## src/hdl/dbg_pkg.sv

```systemverilog
`default_nettype none

package dbg_pkg;

    ////////////////////////////////////////////////////////////
    // Widths and sizes
    ////////////////////////////////////////////////////////////

    localparam int BYTE_W         = 8;                          // UART byte.
    localparam int WORD_W         = 32;                         // Instruction and register word.
    localparam int BYTES_PER_WORD = 4;
    localparam int BYTE_IDX_W     = $clog2(BYTES_PER_WORD);     // Byte index within a word.
    localparam int PROG_ADDR_W    = 10;                         // Program memory word address.
    localparam int REG_ADDR_W     = 5;
    localparam int NUM_REGS       = 32;

    ////////////////////////////////////////////////////////////
    // Protocol constants
    ////////////////////////////////////////////////////////////

    localparam logic [WORD_W-1:0] HALT_WORD  = '1;      // Ends a program load.
    localparam logic [BYTE_W-1:0] READY_BYTE = 8'h01;   // Sent once the processor is reset.
    localparam logic [BYTE_W-1:0] END_BYTE   = 8'h0B;   // Closes a register dump.

    // Host command bytes. Anything not listed decodes to CMD_NONE.
    typedef enum logic [BYTE_W-1:0] {
        CMD_SOFT_RESET = 8'h00,
        CMD_LOAD       = 8'h01,
        CMD_RUN        = 8'h03,
        CMD_STEP       = 8'h07,
        CMD_ACK        = 8'h08,
        CMD_NONE       = 8'hFF
    } cmd_e;

    // Control states, one-hot.
    typedef enum logic [6:0] {
        ST_IDLE       = 7'b0000001,
        ST_SOFT_RESET = 7'b0000010,
        ST_WAIT_LOAD  = 7'b0000100,
        ST_LOAD       = 7'b0001000,
        ST_WAIT_START = 7'b0010000,
        ST_RUN        = 7'b0100000,
        ST_DUMP       = 7'b1000000
    } ctrl_state_e;

endpackage

`default_nettype wire
```

## src/hdl/rx_byte_if.sv

```systemverilog
`default_nettype none

interface rx_byte_if
    import dbg_pkg::*;
();

    logic              strobe;  // One cycle per received byte.
    logic [BYTE_W-1:0] data;
    cmd_e              cmd;
    logic              is_ack;  // Same as cmd == CMD_ACK.

    modport source (
        output strobe, data, cmd, is_ack
    );

    modport sink (
        input strobe, data, cmd, is_ack
    );

endinterface

`default_nettype wire

```

## src/hdl/dbg_cmd_decoder.sv

```systemverilog
`default_nettype none

module dbg_cmd_decoder
    import dbg_pkg::*;
(
    input  logic              i_clock,
    input  logic              i_reset,
    input  logic              i_rx_done,
    input  logic [BYTE_W-1:0] i_rx_data,
    rx_byte_if.source         rx
);

    logic              done_q;     // Latest sample of the done flag.
    logic              done_qq;    // Sample before that.
    logic [BYTE_W-1:0] data_q;     // Byte sampled with done_q.
    logic              fall;
    cmd_e              cmd_next;

    // High for one cycle after the done flag is first sampled low.
    assign fall = done_qq & ~done_q;

    always_comb begin
        case (data_q)
            CMD_SOFT_RESET: cmd_next = CMD_SOFT_RESET;
            CMD_LOAD:       cmd_next = CMD_LOAD;
            CMD_RUN:        cmd_next = CMD_RUN;
            CMD_STEP:       cmd_next = CMD_STEP;
            CMD_ACK:        cmd_next = CMD_ACK;
            default:        cmd_next = CMD_NONE;  // Program bytes land here.
        endcase
    end

    always_ff @(posedge i_clock) begin
        if (!i_reset) begin
            done_q    <= 1'b0;
            done_qq   <= 1'b0;
            rx.strobe <= 1'b0;
        end else begin
            done_q    <= i_rx_done;
            done_qq   <= done_q;
            rx.strobe <= fall;
        end
    end

    ////////////////////////////////////////////////////////////
    // Byte capture and classification
    ////////////////////////////////////////////////////////////

    always_ff @(posedge i_clock) begin
        data_q <= i_rx_data;
        if (fall) begin
            rx.data   <= data_q;
            rx.cmd    <= cmd_next;
            rx.is_ack <= (cmd_next == CMD_ACK);
        end
    end

endmodule

`default_nettype wire

```

## src/flat_wrapper.sv

```systemverilog
// flat-port wrapper written by rule: the top's interface ports become plain ports
module dbg_cmd_decoder_flat import dbg_pkg::*;
  (i_clock, i_reset, i_rx_done, i_rx_data, rx_strobe, rx_data, rx_cmd, rx_is_ack);
  rx_byte_if rx_i ();
  input  logic i_clock;
  input  logic i_reset;
  input  logic i_rx_done;
  input  logic [BYTE_W-1:0] i_rx_data;
  output wire logic [$bits(rx_i.strobe)-1:0] rx_strobe;
  output wire logic [$bits(rx_i.data)-1:0] rx_data;
  output wire logic [$bits(rx_i.cmd)-1:0] rx_cmd;
  output wire logic [$bits(rx_i.is_ack)-1:0] rx_is_ack;
  assign rx_strobe = rx_i.strobe;
  assign rx_data = rx_i.data;
  assign rx_cmd = rx_i.cmd;
  assign rx_is_ack = rx_i.is_ack;
  dbg_cmd_decoder u_core (.i_clock(i_clock), .i_reset(i_reset), .i_rx_done(i_rx_done), .i_rx_data(i_rx_data), .rx(rx_i));
endmodule
```

## config.mk

```make
export PLATFORM = sky130hd
export DESIGN_NAME = dbg_cmd_decoder_flat
export DESIGN_NICKNAME = d
export VERILOG_FILES = /design/src/hdl/dbg_pkg.sv /design/src/hdl/rx_byte_if.sv /design/src/hdl/dbg_cmd_decoder.sv /design/src/flat_wrapper.sv
export SDC_FILE = /design/constraint.sdc
export NUM_CORES = 1
export LEC_CHECK = 0
export BUFFER_PORTS_ARGS = -buffer_cell sky130_fd_sc_hd__buf_2
export CAP_MARGIN = 25
export CORE_MARGIN = 5
export CORE_UTILIZATION = 45
export CTS_CLUSTER_DIAMETER = 200
export DETAILED_ROUTE_END_ITERATION = 16
export PLACE_DENSITY = 0.74
export SYNTH_ARGS = -nofsm -noshare
export SYNTH_HDL_FRONTEND = slang
export SYNTH_SLANG_ARGS = --single-unit
```

## constraint.sdc

```tcl
create_clock -name i_clock -period 2 [get_ports i_clock]
set_input_delay 0.4 -clock i_clock [delete_from_list [all_inputs] [get_ports i_clock]]
set_output_delay 0.4 -clock i_clock [all_outputs]
set_load 0.005 [all_outputs]
```

Word-level counts from Yosys, hierarchy flattened

Index checks and enable logic that the tools add are counted.

Eq/ne operators: 5
Mux-type cells: 1
Bitwise gates (word level): 2
Reductions and logical operators: 1

Operators by type and width:

| cell               | count |
|---|---|
| $pmux 8 s5         | 1 |
| $eq 8x4->1 const B | 2 |
| $eq 8x1->1 const B | 1 |
| $eq 8x2->1 const B | 1 |
| $eq 8x3->1 const B | 1 |
| $logic_not 8->1    | 1 |
| $and 1x1->1        | 1 |
| $not 1->1          | 1 |

Bits in registers: 28
Logic and storage cells: 16

Depth between registers and ports, before layout

Depth after elaboration: 3
Depth in mapped cells: 2
Mapped depth without buffers: 2

Least setup slack after synthesis

OpenSTA, ideal clock, no wires.

Path type: reg2reg
From: register u_core.done_qq
To: register u_core.rx.cmd[0], enable pin
Library setup time: 387 ps
Arrival time: 985 ps
Slack: 628 ps
Cell stages (with the launch flop): 2
Clock period less this slack: 1372 ps
Cell sequence: dfxtp_1 -> nor2b_1

Cells in the longest elaborated chain, start to end: 1

RTL lines:

| item                   | RTL line              | text |
|---|---|---|
| from (decl)            | dbg_cmd_decoder.sv:14 | `logic done_qq;` |
| from (signal assigned) | dbg_cmd_decoder.sv:40 | `done_qq <= done_q;` |
| $and 1x1->1            | dbg_cmd_decoder.sv:20 | `assign fall = done_qq & ~done_q;` |
| via u_core.fall        | dbg_cmd_decoder.sv:16 | `logic fall;` |
| to (signal assigned)   | dbg_cmd_decoder.sv:53 | `rx.cmd <= cmd_next;` |
| to (decl)              | rx_byte_if.sv:13      | `output strobe, data, cmd, is_ack` |

The timed path passes the listed nets, and every way through them passes these cells.
A chain may end at the register's enable or synchronous reset.

Final worst setup path

From: register u_core.rx.cmd[6]
To: output rx_cmd[6]

RTL lines:

| item      | RTL line           | text |
|---|---|---|
| to (decl) | flat_wrapper.sv:11 | `output wire logic [$bits(rx_i.cmd)-1:0] rx_cmd;` |

No word-level cell between the ends.

==> results.py <==
metrics = {
    "critical_path": {
        "crit_arrival_ns": 0.87,
        "cpPeakStageDelay_ns": 0.43,
        "cp_max_fo": 4,
        "cp.required_ns": 1.60,
        "end_kind": "output port",
        "critPathKind": "reg -> out",
        "cp_cell_sequence": "buf_2",
        "cp_num_buf_inv": 1,
        "start_kind": "register",
        "cp_top_family": "flip-flops",
        "slowest_stage": "edfxtp_1",
    },
    "sta": {
        "setup_viol": 0,
        "slew_headroom": 0.776,
        "setup_tns_ns": 0,
        "rsz0062_at_grt": "false",
        "fmax_mhz": 787,
        "post-route-period-util": 0.635,
        "finClkSkew_ns": 0.00359,
        "holdWs_ns": 0.189,
        "finalCriticalPeriod_ns": 1.27,
        "drv_slew": 0,
        "hold_violations": 0,
        "worstMarginPinSlew_ns": 0.333,
    },
    "global_route": {
        "overflow": 0,
        "grt_util_all_layers": 0.0930,
        "grt_pass1_vias": 395,
        "grt_max_degree": 15,
        "antenna_found_initial": 0,
        "gr-usage-met1": 0.0883,
        "met2_usage": 0.167,
        "grt_pass1_wl_um": 1720,
        "grtUsageMet3": 0.0287,
        "busiest_layer": "met2",
    },
    "synthesis": {
        "yosysTopAreaCellShare": 0.542,
        "syn_nets": 54,
        "ys_ff_latch": 25,
        "yosysMostFrequentCell": "edfxtp_1",
        "synthFlopType": "edfxtp_1",
        "synth.area.top_cells": "edfxtp_1, dfxtp_1, buf_4",
        "synth_edf_count": 14,
        "ys_warn_count": 0,
        "synth_top_cell_by_area": "edfxtp_1",
        "async_reset_ff_frac": 0,
        "syn_area_um2": 776,
        "synth-seq-area-share": 0.826,
        "avgSynthCellArea_um2": 18.0,
        "synth_cells": 43,
        "yosys-top-cells-count": "edfxtp_1, dfxtp_1, and2_1, buf_4",
        "synthDistinctLibCells": 14,
    },
    "clock_network": {
        "ctsResizeCount": 0,
        "clock_sinks": 25,
        "cts_max_level": 1,
        "clk_pin_slew_ns": 0.12,
        "cts-hold-fix-buffers": 0,
        "cts_buffers": 3,
        "tritoncts": "built",
        "cts_setup_buffers": 0,
        "clock_path_buffers": 2,
        "root_buffer": "clkbuf_4",
        "clkLatencyLatePin_ns": 0.30,
    },
    "pwr": {
        "leakage_nw": 0.409,
        "ir_drop_mv": 0.508,
        "power_density_nw_per_um2": 858,
    },
    "die": {
        "die_w_um": 51.5,
        "die_h_um": 51.5,
        "io_pins": 29,
        "coreArea_um2": 1690,
        "start_util": 0.459,
        "die_area_um2": 2650,
        "row_count": 15,
    },
    "finish": {
        "n_antenna_cell": 0,
        "syn_to_final_growth_pct": 22.3,
        "final_area_um2": 948,
        "final_cells": 90,
        "nets": 85,
        "fin_util": 0.561,
        "drive_above_1_share": 0.452,
    },
    "run_status": {
        "outcome": "finished, final reports clean",
    },
    "routing": {
        "drtIter0Drc": 1,
        "vias_per_cell": 4.83,
        "vias": 435,
        "drtAntennaViolNets": 0,
        "first_pass_iters": 2,
        "drc": 0,
        "wl_um": 1110,
        "routedWlPerCell_um": 12.3,
    },
    "flow_run": {
        "drv_cap": 0,
    },
    "place": {
        "dp_cells": 86,
        "portBuffers": 28,
        "gp_congestion": 0.662,
        "placed_cell_area_um2": 922,
    },
    "hold_path": {
        "min_path_type": "in -> reg",
    },
}
[layer usage]
metal / share of wire / wire (um)
met2: 0.53 / 593
met1: 0.37 / 409
met5: 0 / 0
met3: 0.084 / 93
met4: 0.013 / 14
[cell type report]
cell class	instances	area, um^2
clock buffers	4	26.3
fillers	149	741
multi-input cells	15	113
flip-flops and latches	25	641
well taps	17	21.3
repair buffers	29	148
[sequential cells by signal, indices dropped and copies added (netlist names)]
name,count
u_core.rx.data,8
u_core.data_q,8
u_core.rx.strobe,1
u_core.rx.cmd,5
u_core.done_qq,1
u_core.done_q,1
u_core.rx.is_ack,1
[power breakdown]
group	internal [mW]	total (mW)	leakage (nW)	switching, mW
combinational	0.0193	0.0342	0.160	0.0149
sequential	0.560	0.571	0.234	0.0110
clock	0.0776	0.208	0.0150	0.130
[per-stage QoR]
step | power, mW | worst slack, ns
3_3_place_gp | 0.616 | 0.914
4_1_cts | 0.822 | 0.706
5_1_grt | 0.849 | 0.679
6_report | 0.813 | 0.729
2_1_floorplan | 0.597 | 0.628
3_5_place_dp | 0.619 | 0.858
[worst paths after layout]
check | start | endpoint | slack, ns | depth (start not counted)
worst max-delay path | u_core.rx.cmd[6] | rx_cmd[6] | 0.73 | 1
worst min-delay path | i_rx_data[2] | u_core.data_q[2] | 0.19 | 1
worst max register to register | u_core.data_q[5] | u_core.rx.cmd[6] | 0.86 | 2
worst min register to register | u_core.done_q | u_core.done_qq | 0.48 | 1
[logic make-up (layout without fill, tap and decap cells)]
group	count (synthesis)	count (layout)	synth area share
buf+inv	3	33	0.0290
simple gates	15	15	0.145
flops	25	25	0.826
[worst reg2reg max path, stage by stage (launching register included)]
cell	delay (ns)
dfxtp_1	0.36
nor4_4	0.39
nand4_1	0.15
[layout by cell type, fill, tap and decap left out, drive strengths merged]
cell,instances
and2,3
and4b,1
buf,29
clkbuf,4
dfxtp,11
edfxtp,14
nand2,1
nand2b,2
nand3,1
nand3b,1
nand4,1
nand4b,2
nor2,1
nor2b,1
nor4,1
(Power assumes the default switching activity.)
