### src/hdl/dbg_pkg.sv
`default_nettype none

package dbg_pkg;

    ////////////////////////////////////////////////////////////
    // Widths and sizes
    ////////////////////////////////////////////////////////////

    localparam int BYTE_W         = 8;                          // UART byte.
    localparam int WORD_W         = 32;                         // Instruction and register word.
    localparam int BYTES_PER_WORD = 4;
    localparam int BYTE_IDX_W     = $clog2(BYTES_PER_WORD);     // Byte index within a word.
    localparam int PROG_ADDR_W    = 10;                         // Program memory word address.
    localparam int REG_ADDR_W     = 5;
    localparam int NUM_REGS       = 32;

    ////////////////////////////////////////////////////////////
    // Protocol constants
    ////////////////////////////////////////////////////////////

    localparam logic [WORD_W-1:0] HALT_WORD  = '1;      // Ends a program load.
    localparam logic [BYTE_W-1:0] READY_BYTE = 8'h01;   // Sent once the processor is reset.
    localparam logic [BYTE_W-1:0] END_BYTE   = 8'h0B;   // Closes a register dump.

    // Host command bytes. Anything not listed decodes to CMD_NONE.
    typedef enum logic [BYTE_W-1:0] {
        CMD_SOFT_RESET = 8'h00,
        CMD_LOAD       = 8'h01,
        CMD_RUN        = 8'h03,
        CMD_STEP       = 8'h07,
        CMD_ACK        = 8'h08,
        CMD_NONE       = 8'hFF
    } cmd_e;

    // Control states, one-hot.
    typedef enum logic [6:0] {
        ST_IDLE       = 7'b0000001,
        ST_SOFT_RESET = 7'b0000010,
        ST_WAIT_LOAD  = 7'b0000100,
        ST_LOAD       = 7'b0001000,
        ST_WAIT_START = 7'b0010000,
        ST_RUN        = 7'b0100000,
        ST_DUMP       = 7'b1000000
    } ctrl_state_e;

endpackage

`default_nettype wire
### src/hdl/rx_byte_if.sv
`default_nettype none

interface rx_byte_if
    import dbg_pkg::*;
();

    logic              strobe;  // One cycle per received byte.
    logic [BYTE_W-1:0] data;
    cmd_e              cmd;
    logic              is_ack;  // Same as cmd == CMD_ACK.

    modport source (
        output strobe, data, cmd, is_ack
    );

    modport sink (
        input strobe, data, cmd, is_ack
    );

endinterface

`default_nettype wire

### src/hdl/dbg_program_loader.sv
`default_nettype none

module dbg_program_loader
    import dbg_pkg::*;
(
    input  logic                   i_clock,
    input  logic                   i_reset,
    input  logic                   i_start,
    rx_byte_if.sink                rx,
    output logic                   o_prog_write,
    output logic [PROG_ADDR_W-1:0] o_prog_addr,
    output logic [WORD_W-1:0]      o_prog_data,
    output logic                   o_done
);

    logic                  active;
    logic [BYTE_IDX_W-1:0] byte_cnt;    // Bytes already in this word.
    logic [WORD_W-1:0]     instr;
    logic [WORD_W-1:0]     instr_next;
    logic                  last_byte;
    logic                  take;

    // Most significant byte arrives first.
    assign instr_next  = {instr[WORD_W-BYTE_W-1:0], rx.data};
    assign last_byte   = (byte_cnt == BYTE_IDX_W'(BYTES_PER_WORD - 1));
    assign take        = active & rx.strobe;
    assign o_prog_data = instr;

    always_ff @(posedge i_clock) begin
        if (!i_reset) begin
            active       <= 1'b0;
            byte_cnt     <= '0;
            o_prog_addr  <= '0;
            o_prog_write <= 1'b0;
            o_done       <= 1'b0;
        end else begin
            o_prog_write <= 1'b0;
            o_done       <= 1'b0;

            if (o_prog_write) begin
                o_prog_addr <= o_prog_addr + 1'b1;    // Next word slot.
            end

            if (i_start) begin
                active      <= 1'b1;
                byte_cnt    <= '0;
                o_prog_addr <= '0;
            end else if (take) begin
                if (last_byte) begin
                    byte_cnt <= '0;
                    if (instr_next == HALT_WORD) begin
                        active <= 1'b0;    // HALT itself is never written.
                        o_done <= 1'b1;
                    end else begin
                        o_prog_write <= 1'b1;
                    end
                end else begin
                    byte_cnt <= byte_cnt + 1'b1;
                end
            end
        end
    end

    ////////////////////////////////////////////////////////////
    // Instruction shift register
    ////////////////////////////////////////////////////////////

    always_ff @(posedge i_clock) begin
        if (take) begin
            instr <= instr_next;
        end
    end

endmodule

`default_nettype wire

### src/flat_wrapper.sv
// flat-port wrapper written by rule: the top's interface ports become plain ports
module dbg_program_loader_flat import dbg_pkg::*;
  (i_clock, i_reset, i_start, o_prog_write, o_prog_addr, o_prog_data, o_done, rx_strobe, rx_data, rx_cmd, rx_is_ack);
  rx_byte_if rx_i ();
  input  logic i_clock;
  input  logic i_reset;
  input  logic i_start;
  output logic o_prog_write;
  output logic [PROG_ADDR_W-1:0] o_prog_addr;
  output logic [WORD_W-1:0] o_prog_data;
  output logic o_done;
  input wire logic [$bits(rx_i.strobe)-1:0] rx_strobe;
  input wire logic [$bits(rx_i.data)-1:0] rx_data;
  input wire logic [$bits(rx_i.cmd)-1:0] rx_cmd;
  input wire logic [$bits(rx_i.is_ack)-1:0] rx_is_ack;
  assign rx_i.strobe = rx_strobe;
  assign rx_i.data = rx_data;
  assign rx_i.cmd = rx_cmd;
  assign rx_i.is_ack = rx_is_ack;
  dbg_program_loader u_core (.i_clock(i_clock), .i_reset(i_reset), .i_start(i_start), .rx(rx_i), .o_prog_write(o_prog_write), .o_prog_addr(o_prog_addr), .o_prog_data(o_prog_data), .o_done(o_done));
endmodule
### config.mk
export PLATFORM = sky130hd
export DESIGN_NAME = dbg_program_loader_flat
export DESIGN_NICKNAME = d
export VERILOG_FILES = /design/src/hdl/dbg_pkg.sv /design/src/hdl/rx_byte_if.sv /design/src/hdl/dbg_program_loader.sv /design/src/flat_wrapper.sv
export SDC_FILE = /design/constraint.sdc
export NUM_CORES = 1
export LEC_CHECK = 0
export ABC_AREA = 1
export BUFFER_PORTS_ARGS = -buffer_cell sky130_fd_sc_hd__buf_2
export CAP_MARGIN = 20
export CORE_ASPECT_RATIO = 1.2
export CORE_UTILIZATION = 40
export CTS_CLUSTER_DIAMETER = 50
export DETAILED_ROUTE_END_ITERATION = 8
export HOLD_SLACK_MARGIN = 0.05
export MAX_ROUTING_LAYER = met4
export PLACE_DENSITY = 0.66
export SLEW_MARGIN = 5
export SYNTH_ARGS = -nofsm -noshare
export SYNTH_HDL_FRONTEND = slang
export SYNTH_SLANG_ARGS = --single-unit
### constraint.sdc
create_clock -name i_clock -period 4 [get_ports i_clock]
set_clock_uncertainty 0.2 [all_clocks]
set_input_delay 1 -clock i_clock [delete_from_list [all_inputs] [get_ports i_clock]]
set_output_delay 1 -clock i_clock [all_outputs]
set_load 0.1 [all_outputs]
### Yosys cells after proc, flatten, opt, wreduce, memory -nomap -nowiden

Cells that the tools add are included.
W data, S select, Z words.

| storage, ports and cells | value |
|---|---|
| register bits after elaboration | 47 |
| bits in latches | 0 |
| memory bits (writable) | 0 |
| ROM bits | 0 |
| input bits | 21 |
| output and inout bits | 44 |
| word-level logic and storage cells | 27 |
| memories | 0 |

| operators by class | value |
|---|---|
| add/sub/neg operators | 2 |
| multiply operators | 0 |
| div/mod/pow operators | 0 |
| $lt $le $gt $ge | 0 |
| eq/ne operators | 2 |
| shift-type cells | 0 |
| muxes and demuxes | 7 |
| bitwise logic cells | 4 |
| reductions and logical operators | 6 |

Operators with widths:

| cell | number |
|---|---|
| $eq A32 B32 Y1 const B | 1 |
| $add A10 B1 Y10 const B | 1 |
| $mux W1 | 6 |
| $reduce_bool A2 Y1 | 3 |
| $reduce_or A4 Y1 | 1 |
| $not A1 Y1 | 3 |
| $reduce_and A3 Y1 | 1 |
| $add A2 B1 Y2 const B | 1 |
| $eq A2 B2 Y1 const B | 1 |
| $mux W2 | 1 |
| $reduce_or A2 Y1 | 1 |
| $and A1 B1 Y1 | 1 |

### Logic depth before layout (Yosys ltp)

| depth | value |
|---|---|
| depth in word-level cells | 5 |
| mapped depth | 9 |
| depth with buffers taken out | 9 |

### Worst setup path after synthesis

Ideal clock, no wire load.

| timing path | value |
|---|---|
| path kind | input-to-reg |
| start point | in rx_strobe |
| end point | reg u_core.instr[0], in the netlist u_core.o_prog_data[0], enable pin |
| library setup time | 0.387 ns |
| arrival | 1.752 ns |
| data required time | 3.413 ns |
| slack | 1.661 ns |
| stages on the path | 2 |
| path buffers | 0 |
| cells stage by stage | nand2_1 > inv_1 |

| on the way | value |
|---|---|
| cells in the longest elaborated chain, start to end | 1 |

Ends and longest elaborated chain:

| item | RTL line | text |
|---|---|---|
| start, declared | flat_wrapper.sv:12 | `input wire logic [$bits(rx_i.strobe)-1:0] rx_strobe;` |
| $and A1 B1 Y1 | dbg_program_loader.sv:26 | `assign take = active & rx.strobe;` |
| named net u_core.take | dbg_program_loader.sv:21 | `logic take;` |
| end signal, assigned | dbg_program_loader.sv:70 | `instr <= instr_next;` |
| end, declared | dbg_program_loader.sv:18 | `logic [WORD_W-1:0] instr;` |

The timed path passes the listed nets, and every way through them passes these cells.
A chain may end at the register's enable or synchronous reset.

### Worst setup path after layout

| timing path | value |
|---|---|
| start point | reg u_core.o_prog_write |
| end point | out o_prog_write |

RTL lines:

| item | RTL line | text |
|---|---|---|
| start, declared | dbg_program_loader.sv:10 | `output logic o_prog_write,` |
| start signal, assigned | dbg_program_loader.sv:34 | `o_prog_write <= 1'b0;` |
| start signal, assigned | dbg_program_loader.sv:37 | `o_prog_write <= 1'b0;` |
| start signal, assigned | dbg_program_loader.sv:55 | `o_prog_write <= 1'b1;` |
| end, declared | flat_wrapper.sv:8 | `output logic o_prog_write;` |

No word-level cell between the ends.

==> flow_summary.ini <==
[power_and_ir_drop]
power.leakage_nw = 0.915
powerDensity_nw_per_um2 = 476
max-vdd-ir-drop_v = 0.000201

[clock_network]
cts_buffer_depth = 2
cts-resized-gates = 0
insertion_delay_ns = 0.29
cts_buffers = 5
path_clk_slew_ns = 0.08
cts_setup_buffers = 0
ctsHoldBuffers = 0
root_buffer = clkbuf_8
clock_sinks = 47
tritoncts = built
htreeDepth = 2

[timing]
relSlewSlack_pct = 66.8
rsz0062_at_grt = false
setup_violations = 0
worst_slew_pin_slew_ns = 0.502
tns_ns = 0
timing.final.max_slew_violations = 0
min_period_ns = 2.44
period_share_pct = 61.1
setup_ws_ns = 1.56
fmax_mhz = 409
hold_viol_final = 0

[setup_path]
r2r_cells = 7
worstPathCellList = buf_2
cp-start-kind = flip-flop
reg2reg_slack_ns = 2.41
cp.required_ns = 2.80
crit_type = flip-flop to output pin
r2r_start = u_core.o_prog_addr[0]
cpMaxStageDelayCell = dfxtp_1
cp.arrival_ns = 1.24
r2r-end = u_core.o_prog_addr[8]
path_delay_family = flip-flops
setup.worst_path.end_class = output pin
crit_fanout = 8
crit_buf_inv = 1
cp_slowest_stage_delay_ns = 0.48

[layout]
nets = 229
antenna_cells = 0
synthToLayoutAreaGrowth_pct = 28.1
design_area_um2 = 2200
drive_above_1_share_pct = 34.8

[synthesis]
synth_top_family_by_area = simple AND/OR/NAND/NOR gates
avgSynthCellArea_um2 = 12.0
yosysUniqueCellTypes = 18
synth_area_um2 = 1720
synth-xor-area-share_pct = 0
yosys.area_share.simple_pct = 17.8
netlist_instances = 143
synth_compound_area_share_pct = 5.10
yosysWarnings = 0
synthAdderAreaFrac_pct = 1.46
seq_area_frac_synth_pct = 73.4
synth_fp_nets = 166
ys_ff_latch = 47
synth_mux_area_share_pct = 0

[place]
place_ws_ns = 1.81
postPlaceCellArea_um2 = 2070
dp_hpwl_um = 2020
gp_congestion = 0.723
portBuffers = 55

[global_routing]
antenna_found_initial = 0
grtUsageMet1_pct = 15.6
gr-usage-met3_pct = 2.82
grt_max_degree = 34
grt-ovfl-total = 0
grt_pass1_vias = 1073
use_met2_pct = 22.5
grt_pass1_wl_um = 4420
grt-busiest-layer = met2
grt_usage_pct = 13.8

[drt]
vias = 1191
viasPerCell = 4.56
wire_per_inst_um = 10.8
first_iter_violations = 71
drt-total-wl_um = 2810
drc_errors = 0
dr.pass1.iters = 4
ant_nets = 0

[run]
maxCapViolations = 0

[worst_hold_path]
hold_end = u_core.o_prog_data[10]
hold_class = flip-flop to flip-flop
min_path_cells = 0
min_from = u_core.o_prog_data[2]

[outcome]
status = finished clean

[die]
die_area_um2 = 4560
coreArea_um2 = 4040
ios = 65
fp.dieH_um = 73.8
initial_core_util_pct = 42.6
die_w_um = 61.8
core.rowCount = 25
state kept, by name, summed over array words and instances, names as in the netlist:
name,flops
u_core.o_prog_data,32
u_core.o_done,1
u_core.byte_cnt,2
u_core.o_prog_addr,10
u_core.active,1
u_core.o_prog_write,1
synthesized netlist by cell type:
master / n / area [um2]
nand2_2: 2 / 12.5
nor2_4: 3 / 33.8
o21ai_0: 4 / 20.0
and3_2: 1 / 7.51
nor2_2: 1 / 6.26
a21oi_1: 10 / 50.1
and3_1: 1 / 6.26
inv_1: 10 / 37.5
nand3_1: 3 / 15.0
a211oi_1: 1 / 7.51
nand2_4: 1 / 11.3
nand2_1: 33 / 124
nor2_1: 20 / 75.1
dfxtp_1: 15 / 300
nor3_1: 3 / 15.0
o21ba_2: 1 / 10.0
edfxtp_1: 32 / 961
ha_1: 2 / 25.0
metal layers:
metal | up-vias | wire length, um
li1 | 609 | -
met1 | 539 | 1210
met2 | 38 | 1390
met3 | 5 | 144
met4 | 0 | 61
met5 | - | 0
how the worst max path moves through the flow:
stage / from / cells after the start / endpoint / slack [ns]
after floorplan: rx_strobe / 2 / u_core.o_prog_data[0] / 1.66
after global placement: i_start / 4 / u_core.o_prog_addr[4] / 1.82
after detailed placement: rx_strobe / 4 / u_core.o_prog_data[18] / 1.81
after CTS: u_core.o_prog_write / 1 / o_prog_write / 1.55
after global routing: u_core.o_prog_write / 1 / o_prog_write / 1.51
final: u_core.o_prog_write / 1 / o_prog_write / 1.56
per-stage QoR:
stage | instances | utilization [%] | total power, mW | hold WS, ns
floorplan | 143 | - | 0.641 | 0.239
global placement | 253 | 51.3 | 0.661 | 0.254
detailed placement | 253 | 51.3 | 0.662 | 0.259
CTS | 261 | 54.5 | 1.06 | 0.272
global route | 261 | 54.5 | 1.08 | 0.286
finish | 261 | 54.5 | 1.05 | 0.273
report_power, final:
part	switching [mW]	total, mW	internal (mW)
Sequential	0.00653	0.539	0.532
Combinational	0.0962	0.111	0.0151
Clock	0.147	0.397	0.250
cell usage in the layout, fill, tap and decap left out, drive strengths merged:
cell type	instances
a211oi	1
a21oi	10
and3	2
buf	56
bufinv	2
clkbuf	6
dfxtp	15
edfxtp	32
ha	2
inv	10
nand2	36
nand3	3
nor2	24
nor3	3
o21ai	4
o21ba	1
cells by family (layout without fill, tap and decap cells):
| kind of cell | count (synthesis) | in the layout |
|---|---|---|
| flops | 47 | 47 |
| fa+ha+maj | 2 | 2 |
| compound gates | 16 | 16 |
| simple gates | 68 | 68 |
| buf+inv | 10 | 74 |
final cells by class:
cell class	instances	area, um2
clock buffers	6	72.6
clock inverters	2	60.1
fillers	354	1830
inverters	10	37.5
multi-input cells	86	419
flip-flops and latches	47	1260
well taps	54	67.6
repair buffers	56	283
Note: power is estimated with default switching activity, not from simulation.
