==> src/hdl/dbg_pkg.sv <==
`default_nettype none

package dbg_pkg;

    ////////////////////////////////////////////////////////////
    // Widths and sizes
    ////////////////////////////////////////////////////////////

    localparam int BYTE_W         = 8;                          // UART byte.
    localparam int WORD_W         = 32;                         // Instruction and register word.
    localparam int BYTES_PER_WORD = 4;
    localparam int BYTE_IDX_W     = $clog2(BYTES_PER_WORD);     // Byte index within a word.
    localparam int PROG_ADDR_W    = 10;                         // Program memory word address.
    localparam int REG_ADDR_W     = 5;
    localparam int NUM_REGS       = 32;

    ////////////////////////////////////////////////////////////
    // Protocol constants
    ////////////////////////////////////////////////////////////

    localparam logic [WORD_W-1:0] HALT_WORD  = '1;      // Ends a program load.
    localparam logic [BYTE_W-1:0] READY_BYTE = 8'h01;   // Sent once the processor is reset.
    localparam logic [BYTE_W-1:0] END_BYTE   = 8'h0B;   // Closes a register dump.

    // Host command bytes. Anything not listed decodes to CMD_NONE.
    typedef enum logic [BYTE_W-1:0] {
        CMD_SOFT_RESET = 8'h00,
        CMD_LOAD       = 8'h01,
        CMD_RUN        = 8'h03,
        CMD_STEP       = 8'h07,
        CMD_ACK        = 8'h08,
        CMD_NONE       = 8'hFF
    } cmd_e;

    // Control states, one-hot.
    typedef enum logic [6:0] {
        ST_IDLE       = 7'b0000001,
        ST_SOFT_RESET = 7'b0000010,
        ST_WAIT_LOAD  = 7'b0000100,
        ST_LOAD       = 7'b0001000,
        ST_WAIT_START = 7'b0010000,
        ST_RUN        = 7'b0100000,
        ST_DUMP       = 7'b1000000
    } ctrl_state_e;

endpackage

`default_nettype wire
==> src/hdl/rx_byte_if.sv <==
`default_nettype none

interface rx_byte_if
    import dbg_pkg::*;
();

    logic              strobe;  // One cycle per received byte.
    logic [BYTE_W-1:0] data;
    cmd_e              cmd;
    logic              is_ack;  // Same as cmd == CMD_ACK.

    modport source (
        output strobe, data, cmd, is_ack
    );

    modport sink (
        input strobe, data, cmd, is_ack
    );

endinterface

`default_nettype wire

==> src/hdl/dbg_control_fsm.sv <==
`default_nettype none

module dbg_control_fsm
    import dbg_pkg::*;
(
    input  logic              i_clock,
    input  logic              i_reset,
    rx_byte_if.sink           rx,
    input  logic              i_soft_reset_ack,
    input  logic              i_halt,
    input  logic              i_load_done,
    input  logic              i_dump_done,
    output logic              o_load_start,
    output logic              o_dump_start,
    output logic              o_soft_reset_n,
    output logic              o_cpu_enable,
    output logic              o_tx_start,
    output logic [BYTE_W-1:0] o_tx_data,
    output logic              o_dump_active
);

    ctrl_state_e state;
    ctrl_state_e state_next;
    logic        run_step;     // 1 for single step, 0 for continuous.
    logic        is_cmd_run;
    logic        is_cmd_step;

    assign is_cmd_run  = rx.strobe & (rx.cmd == CMD_RUN);
    assign is_cmd_step = rx.strobe & (rx.cmd == CMD_STEP);

    ////////////////////////////////////////////////////////////
    // Next state
    ////////////////////////////////////////////////////////////

    always_comb begin
        state_next = state;
        case (state)
            ST_IDLE: begin
                if (rx.strobe && rx.cmd == CMD_SOFT_RESET) begin
                    state_next = ST_SOFT_RESET;
                end
            end
            ST_SOFT_RESET: begin
                if (!i_soft_reset_ack) begin    // Processor acknowledges low.
                    state_next = ST_WAIT_LOAD;
                end
            end
            ST_WAIT_LOAD: begin
                if (rx.strobe && rx.cmd == CMD_LOAD) begin
                    state_next = ST_LOAD;
                end
            end
            ST_LOAD: begin
                if (i_load_done) begin
                    state_next = ST_WAIT_START;
                end
            end
            ST_WAIT_START: begin
                if (is_cmd_run || is_cmd_step) begin
                    state_next = ST_RUN;
                end
            end
            ST_RUN: begin
                // A step runs for one clock only.
                if (run_step || i_halt) begin
                    state_next = ST_DUMP;
                end
            end
            ST_DUMP: begin
                if (i_dump_done) begin
                    if (run_step && !i_halt) begin
                        state_next = ST_WAIT_START;  // More steps to come.
                    end else begin
                        state_next = ST_IDLE;
                    end
                end
            end
            default: state_next = ST_IDLE;
        endcase
    end

    ////////////////////////////////////////////////////////////
    // State, run mode and worker start pulses
    ////////////////////////////////////////////////////////////

    always_ff @(posedge i_clock) begin
        if (!i_reset) begin
            state        <= ST_IDLE;
            run_step     <= 1'b0;
            o_load_start <= 1'b0;
            o_dump_start <= 1'b0;
        end else begin
            state        <= state_next;
            o_load_start <= (state == ST_WAIT_LOAD) && (state_next == ST_LOAD);
            o_dump_start <= (state == ST_RUN) && (state_next == ST_DUMP);
            if (state == ST_WAIT_START && (is_cmd_run || is_cmd_step)) begin
                run_step <= is_cmd_step;
            end
        end
    end

    assign o_soft_reset_n = (state != ST_SOFT_RESET);  // Active low.
    assign o_cpu_enable   = (state == ST_RUN);
    assign o_dump_active  = (state == ST_DUMP);

    // Ready byte stays up until the load command arrives.
    assign o_tx_start = (state == ST_WAIT_LOAD);
    assign o_tx_data  = o_tx_start ? READY_BYTE : '0;

endmodule

`default_nettype wire

==> src/flat_wrapper.sv <==
// flat-port wrapper written by rule: the top's interface ports become plain ports
module dbg_control_fsm_flat import dbg_pkg::*;
  (i_clock, i_reset, i_soft_reset_ack, i_halt, i_load_done, i_dump_done, o_load_start, o_dump_start, o_soft_reset_n, o_cpu_enable, o_tx_start, o_tx_data, o_dump_active, rx_strobe, rx_data, rx_cmd, rx_is_ack);
  rx_byte_if rx_i ();
  input  logic i_clock;
  input  logic i_reset;
  input  logic i_soft_reset_ack;
  input  logic i_halt;
  input  logic i_load_done;
  input  logic i_dump_done;
  output logic o_load_start;
  output logic o_dump_start;
  output logic o_soft_reset_n;
  output logic o_cpu_enable;
  output logic o_tx_start;
  output logic [BYTE_W-1:0] o_tx_data;
  output logic o_dump_active;
  input wire logic [$bits(rx_i.strobe)-1:0] rx_strobe;
  input wire logic [$bits(rx_i.data)-1:0] rx_data;
  input wire logic [$bits(rx_i.cmd)-1:0] rx_cmd;
  input wire logic [$bits(rx_i.is_ack)-1:0] rx_is_ack;
  assign rx_i.strobe = rx_strobe;
  assign rx_i.data = rx_data;
  assign rx_i.cmd = rx_cmd;
  assign rx_i.is_ack = rx_is_ack;
  dbg_control_fsm u_core (.i_clock(i_clock), .i_reset(i_reset), .rx(rx_i), .i_soft_reset_ack(i_soft_reset_ack), .i_halt(i_halt), .i_load_done(i_load_done), .i_dump_done(i_dump_done), .o_load_start(o_load_start), .o_dump_start(o_dump_start), .o_soft_reset_n(o_soft_reset_n), .o_cpu_enable(o_cpu_enable), .o_tx_start(o_tx_start), .o_tx_data(o_tx_data), .o_dump_active(o_dump_active));
endmodule
==> config.mk <==
export PLATFORM = sky130hd
export DESIGN_NAME = dbg_control_fsm_flat
export DESIGN_NICKNAME = d
export VERILOG_FILES = /design/src/hdl/dbg_pkg.sv /design/src/hdl/rx_byte_if.sv /design/src/hdl/dbg_control_fsm.sv /design/src/flat_wrapper.sv
export SDC_FILE = /design/constraint.sdc
export NUM_CORES = 1
export LEC_CHECK = 0
export BUFFER_PORTS_ARGS = -buffer_cell sky130_fd_sc_hd__buf_4
export CAP_MARGIN = 20
export CORE_ASPECT_RATIO = 0.7
export CORE_MARGIN = 1
export CORE_UTILIZATION = 40
export DETAILED_ROUTE_END_ITERATION = 12
export GPL_TIMING_DRIVEN = 0
export PLACE_DENSITY_LB_ADDON = 0.15
export SYNTH_ARGS = -nofsm -noshare
export SYNTH_HDL_FRONTEND = slang
export SYNTH_SLANG_ARGS = --single-unit
export TNS_END_PERCENT = 20
==> constraint.sdc <==
create_clock -name i_clock -period 3.5 [get_ports i_clock]
set_input_delay 0.7 -clock i_clock [delete_from_list [all_inputs] [get_ports i_clock]]
set_output_delay 0.7 -clock i_clock [all_outputs]
set_load 0.01 [all_outputs]
# Word-level counts from Yosys, hierarchy flattened
# Cells that the tools add are included.
dict set report totals {
  word_cells 39
  n_memories 0
  ff_bits 10
  inputBits 24
  latch_bits 0
  mem_bits_ro 0
  mem_bits_rw 0
  out_inout_bits 14
}
dict set report op_classes {
  order_cmp 0
  n_reduce_logical 10
  eq_ne 13
  add_sub_neg 0
  muxes 10
  div 0
  bitwise 2
  n_shift 0
  n_mul 0
}
# operator count
set ops {}
lappend ops {{$mux 7} 7}
lappend ops {{$pmux 7 s7} 1}
lappend ops {{$eq 7x4->1 const B} 2}
lappend ops {{$eq 7x7->1 const B} 2}
lappend ops {{$eq 8x1->1 const B} 1}
lappend ops {{$eq 8x2->1 const B} 1}
lappend ops {{$eq 8x3->1 const B} 1}
lappend ops {{$logic_not 8->1} 1}
lappend ops {{$eq 7x1->1 const B} 1}
lappend ops {{$eq 7x2->1 const B} 1}
lappend ops {{$eq 7x3->1 const B} 1}
lappend ops {{$eq 7x5->1 const B} 1}
lappend ops {{$eq 7x6->1 const B} 1}
lappend ops {{$ne 7x2->1 const B} 1}
lappend ops {{$logic_and 1x1->1} 6}
lappend ops {{$mux 5} 1}
lappend ops {{$and 1x1->1} 2}
lappend ops {{$logic_or 1x1->1} 2}
lappend ops {{$logic_not 1->1} 1}
lappend ops {{$mux 1} 1}

# Longest topological paths before layout
dict set report logic_depth {
  ltp_word 7
  mapped_depth 6
}

# Worst setup path before layout
# No wires, ideal clock.
dict set report synth_timing {
  kind {input to register}
  from {in rx_cmd[3]}
  to {reg u_core.state[0]}
  setup_ps 123
  arrival_time_ps 1860
  cell_stages 4
  required_ps 3377
  path_slack_ps 1516
  path_cell_list {or4_4 nor4b_4 o22ai_1 or2_2}
}
dict set report synth_between {
  elab_chain_cells 5
  word_cells_on_any_way 13
  cone_classes {eq/ne: 3; mux: 4; bitwise: 2; reduce/logical: 4}
}
# item line_no
set synth_lines {}
lappend synth_lines {{from (decl)} flat_wrapper.sv:20} ;# input wire logic [$bits(rx_i.cmd)-1:0] rx_cmd;
lappend synth_lines {{$eq 8x2->1 or $eq 8x3->1 (tied branches)} {dbg_control_fsm.sv:28, dbg_control_fsm.sv:29}}
lappend synth_lines {{$and 1x1->1, on equally long branches} {dbg_control_fsm.sv:28, dbg_control_fsm.sv:29}}
lappend synth_lines {{$logic_or 1x1->1} dbg_control_fsm.sv:59} ;# if (is_cmd_run || is_cmd_step) begin
lappend synth_lines {{$mux 7} dbg_control_fsm.sv:59}
lappend synth_lines {{$pmux 7 s7 *} dbg_control_fsm.sv:37} ;# case (state)
lappend synth_lines {{to (signal assigned)} dbg_control_fsm.sv:93} ;# state <= state_next;
lappend synth_lines {{to (decl)} dbg_control_fsm.sv:22} ;# ctrl_state_e state;
# Every way passes the cells marked *; elsewhere a longest branch is shown, timed or not.
# A chain may end at the register's enable or synchronous reset.

# Final worst setup path
dict set report layout_timing {
  from {reg u_core.state[6]}
  to {out o_tx_data[0]}
}
dict set report layout_between {
  elab_chain_cells 2
}
# item line_no
set layout_lines {}
lappend layout_lines {{$eq 7x3->1} dbg_control_fsm.sv:107} ;# assign o_tx_start = (state == ST_WAIT_LOAD);
lappend layout_lines {{$mux 1} dbg_control_fsm.sv:108} ;# assign o_tx_data = o_tx_start ? READY_BYTE : '0;
lappend layout_lines {{to (decl)} flat_wrapper.sv:16} ;# output logic [BYTE_W-1:0] o_tx_data;
# Every way passes these cells.

==> impl_metrics.csv <==
group,metric,value,unit
timing,final-hold-violation-count,0,
power,combPwrFrac,12.8,%
floorplanning,fp-row-count,13,
layout,diodes,0,
synth,synth_mux_area_share,1.26,%
synth,syn_avg_cell_area,8.22,um2
placement,dp_hpwl,1.39,mm
power,clock_power_share,41.9,%
critical_path,startpoint_type,"flip-flop",
routing,drt-total-wl,1.74,mm
synth,synth_top_family_by_area,"simple AND/OR/NAND/NOR gates",
power,p_int,195,uW
placement,numPlacedInstances,146,
global_route,grt_pass1_vias,670,
routing,first_pass_iters,5,
routing,wl_per_cell,11.6,um
timing,tns,0,ps
clock_network,htree_levels,1,
power,power.density,241,mW/mm2
hold_path,hp-class,"flip-flop to flip-flop",
global_route,antenna_found_initial,0,
layout,drive_gt1_share,38.3,%
floorplanning,dieArea,0.00218,mm2
synth,yosys.area_share.simple,39.1,%
clock_network,cts-buffers-inserted,3,
timing,min_period,2330,ps
synth,syn_inst,97,
critical_path,endpoint_kind,"output pin",
timing,setup_viol,0,
timing,rsz0062_at_grt,"no",
floorplanning,die_w,55.4,um
global_route,grt_pass1_wl,2.86,mm
synth,synth-compound-area-share,17.3,%
clock_network,clk_pin_slew,70,ps
power,max-vdd-ir-drop,0.135,mV
status,status,"complete, no violations",
critical_path,cp_max_fo,9,
placement,io_buffers,21,
layout,area_growth,30.6,%
critical_path,worstSetupPathType,"flip-flop to output pin",
synth,yosysUniqueCellTypes,40,
clock_network,cts_setup_buffers,0,
clock_network,cts_resized,0,
clock_network,clock-sinks,10,
layout,num-nets-final,153,
global_route,grt_overflow,0,
layout,final_cells,150,
floorplanning,initial_core_util,42.6,%
clock_network,clock_latency,270,ps
placement,gp_congestion,0.881,
clock_network,cts_hold_buffers,0,
layout,num-fill-cells,171,
power,swShare,22.4,%
routing,drc,0,
synth,ys_seq_area_share,25.1,%
global_route,grt_usage,17.0,%
clock_network,cts-root-buf,"clkbuf_4",
timing,maxSlewViolCount,0,
synth,yosys_warnings,0,
timing,relSlewSlack,63.5,%
clock_network,clockBufferDepth,2,
timing,post-route-period-util,66.7,%
power,power.leakage,0.490,nW
clock_network,cts_tree,"yes",
synth,ys_seq_elements,10,
run,cap_viol_max_count,0,
synth,synth_fa_ha_area_share,0,%
routing,via_per_inst,5.29,
floorplanning,io_pins,38,
routing,postRouteAntennaNets,0,
critical_path,crit_arrival,1630,ps
synth,synth_xor_area_share,2.20,%
critical_path,required,2800,ps
timing,fin_worst_skew,9.39,ps
timing,fmax,0.429,GHz
power,netSwitchingPower,56.3,uW
floorplanning,core-area,0.00187,mm2
floorplanning,fp.dieH,39.3,um
power,power_frac_seq,45.3,%
timing,tightest_slew,543,ps
synth,syn_area,797,um2
routing,vias,793,
global_route,grt_max_degree,10,
routing,drtIter0Drc,43,
-- cell families after synthesis --
kind of cell | count (synthesis)
muxes | 1
and+or+nand+nor | 43
buffers and inverters | 21
AOI/OAI and AO/OA | 19
DFF | 10
other | 1
xor gates and xnor gates | 2
-- metrics by stage --
step | total power [mW] | hold slack [ps] | area, um2 | utilization, % | setup WS (ps)
after floorplan | 0.132 | 529 | 820 | - | 1520
after global placement | 0.148 | 553 | 1000 | 53.7 | 1320
after detailed placement | 0.148 | 565 | 1000 | 53.7 | 1280
after CTS | 0.253 | 587 | 1040 | 55.7 | 1180
after global routing | 0.260 | 607 | 1040 | 55.7 | 1050
final | 0.251 | 589 | 1040 | 55.7 | 1170
-- state kept, by name, indices dropped and copies added (netlist names) --
signal and flops:
u_core.run_step 1, u_core.o_load_start 1, u_core.state 7, u_core.o_dump_start 1
-- final timing paths --
check / from / to / slack, ps / depth (start not counted)
worst min-delay path: u_core.run_step / u_core.run_step / 590 / 2
worst max-delay path: u_core.state[6] / o_tx_data[0] / 1170 / 6
worst max register to register: u_core.state[6] / u_core.o_load_start / 1690 / 6
worst min register to register: u_core.run_step / u_core.run_step / 590 / 2
-- power by group through the flow --
stage          registers (mW)  clock network [mW]  logic [mW]
3_5_place_dp            0.116                   0      0.0318
5_1_grt                 0.114               0.111      0.0345
2_1_floorplan           0.116                   0      0.0159
3_3_place_gp            0.116                   0      0.0311
4_1_cts                 0.114               0.107      0.0320
6_report                0.114               0.105      0.0322
-- per-layer routing --
metal | global-route usage (%) | vias up | share of wire, % | routed length [um]
li1 | - | 393 | - | -
met1 | 20.5 | 355 | 47 | 821
met2 | 31.9 | 43 | 45 | 779
met3 | 2.64 | 2 | 7.0 | 121
met4 | 5.63 | 0 | 0.98 | 17
met5 | 0 | - | 0 | 0
-- placed cells by master (no fill, tap or decap), drive strengths merged, types with 2 or more instances in the layout --
cell,n
buf,33
dfxtp,10
nor2,8
inv,7
conb,7
clkbuf,6
o21ai,5
nand3,4
nand2,4
nor3,4
nor4b,4
nor3b,3
o211ai,3
o22ai,3
nor4,3
nand4b,2
a31oi,2
nor2b,2
and2,2
a41oi,2
xor2,2
-- cell usage after synthesis --
library cell / instances / area [um2]
or4_4: 1 / 11.3
and3_1: 1 / 6.26
inv_1: 7 / 26.3
conb_1: 1 / 3.75
and2b_2: 1 / 8.76
or2_2: 1 / 6.26
nand4_1: 1 / 6.26
nor2_1: 8 / 30.0
nor3_4: 1 / 16.3
nor4b_1: 2 / 17.5
nor4_4: 1 / 21.3
nor4b_4: 1 / 23.8
and2_1: 2 / 12.5
nand4b_1: 2 / 17.5
clkbuf_2: 2 / 10.0
nor4_2: 1 / 12.5
nor2b_1: 2 / 12.5
nand2_1: 4 / 15.0
nand2b_1: 1 / 6.26
nand3_1: 4 / 20.0
nor3b_1: 3 / 22.5
o211a_1: 1 / 10.0
o211ai_1: 3 / 22.5
xor2_1: 2 / 17.5
mux2i_1: 1 / 10.0
nor3_1: 3 / 15.0
or2b_2: 1 / 8.76
dfxtp_1: 10 / 200
a2bb2oi_2: 1 / 15.0
nor4_1: 1 / 6.26
o21ai_0: 4 / 20.0
o22ai_1: 3 / 18.8
o21ai_1: 1 / 5.00
nor4b_2: 1 / 15.0
a41oi_1: 2 / 17.5
a21boi_0: 1 / 7.51
buf_2: 4 / 20.0
o31a_1: 1 / 8.76
a31oi_1: 2 / 12.5
buf_4: 8 / 60.1
-- worst max-delay path, stage by stage (launching register included) --
cell and delay, ps:
dfxtp_1 300, buf_2 160, nor4_1 370, nand3_1 200, inv_1 130, buf_4 110, buf_4 100
-- final cells by class --
type | instances | area, um2 | area share, %
inverters | 7 | 26.3 | 2.52
flip-flops and latches | 10 | 200 | 19.2
well taps | 22 | 27.5 | 2.64
multi-input cells | 72 | 503 | 48.3
repair buffers | 21 | 158 | 15.1
clock buffers | 4 | 36.3 | 3.49
plain buffers | 14 | 90.1 | 8.65
Note: power is estimated with default switching activity, not from simulation.
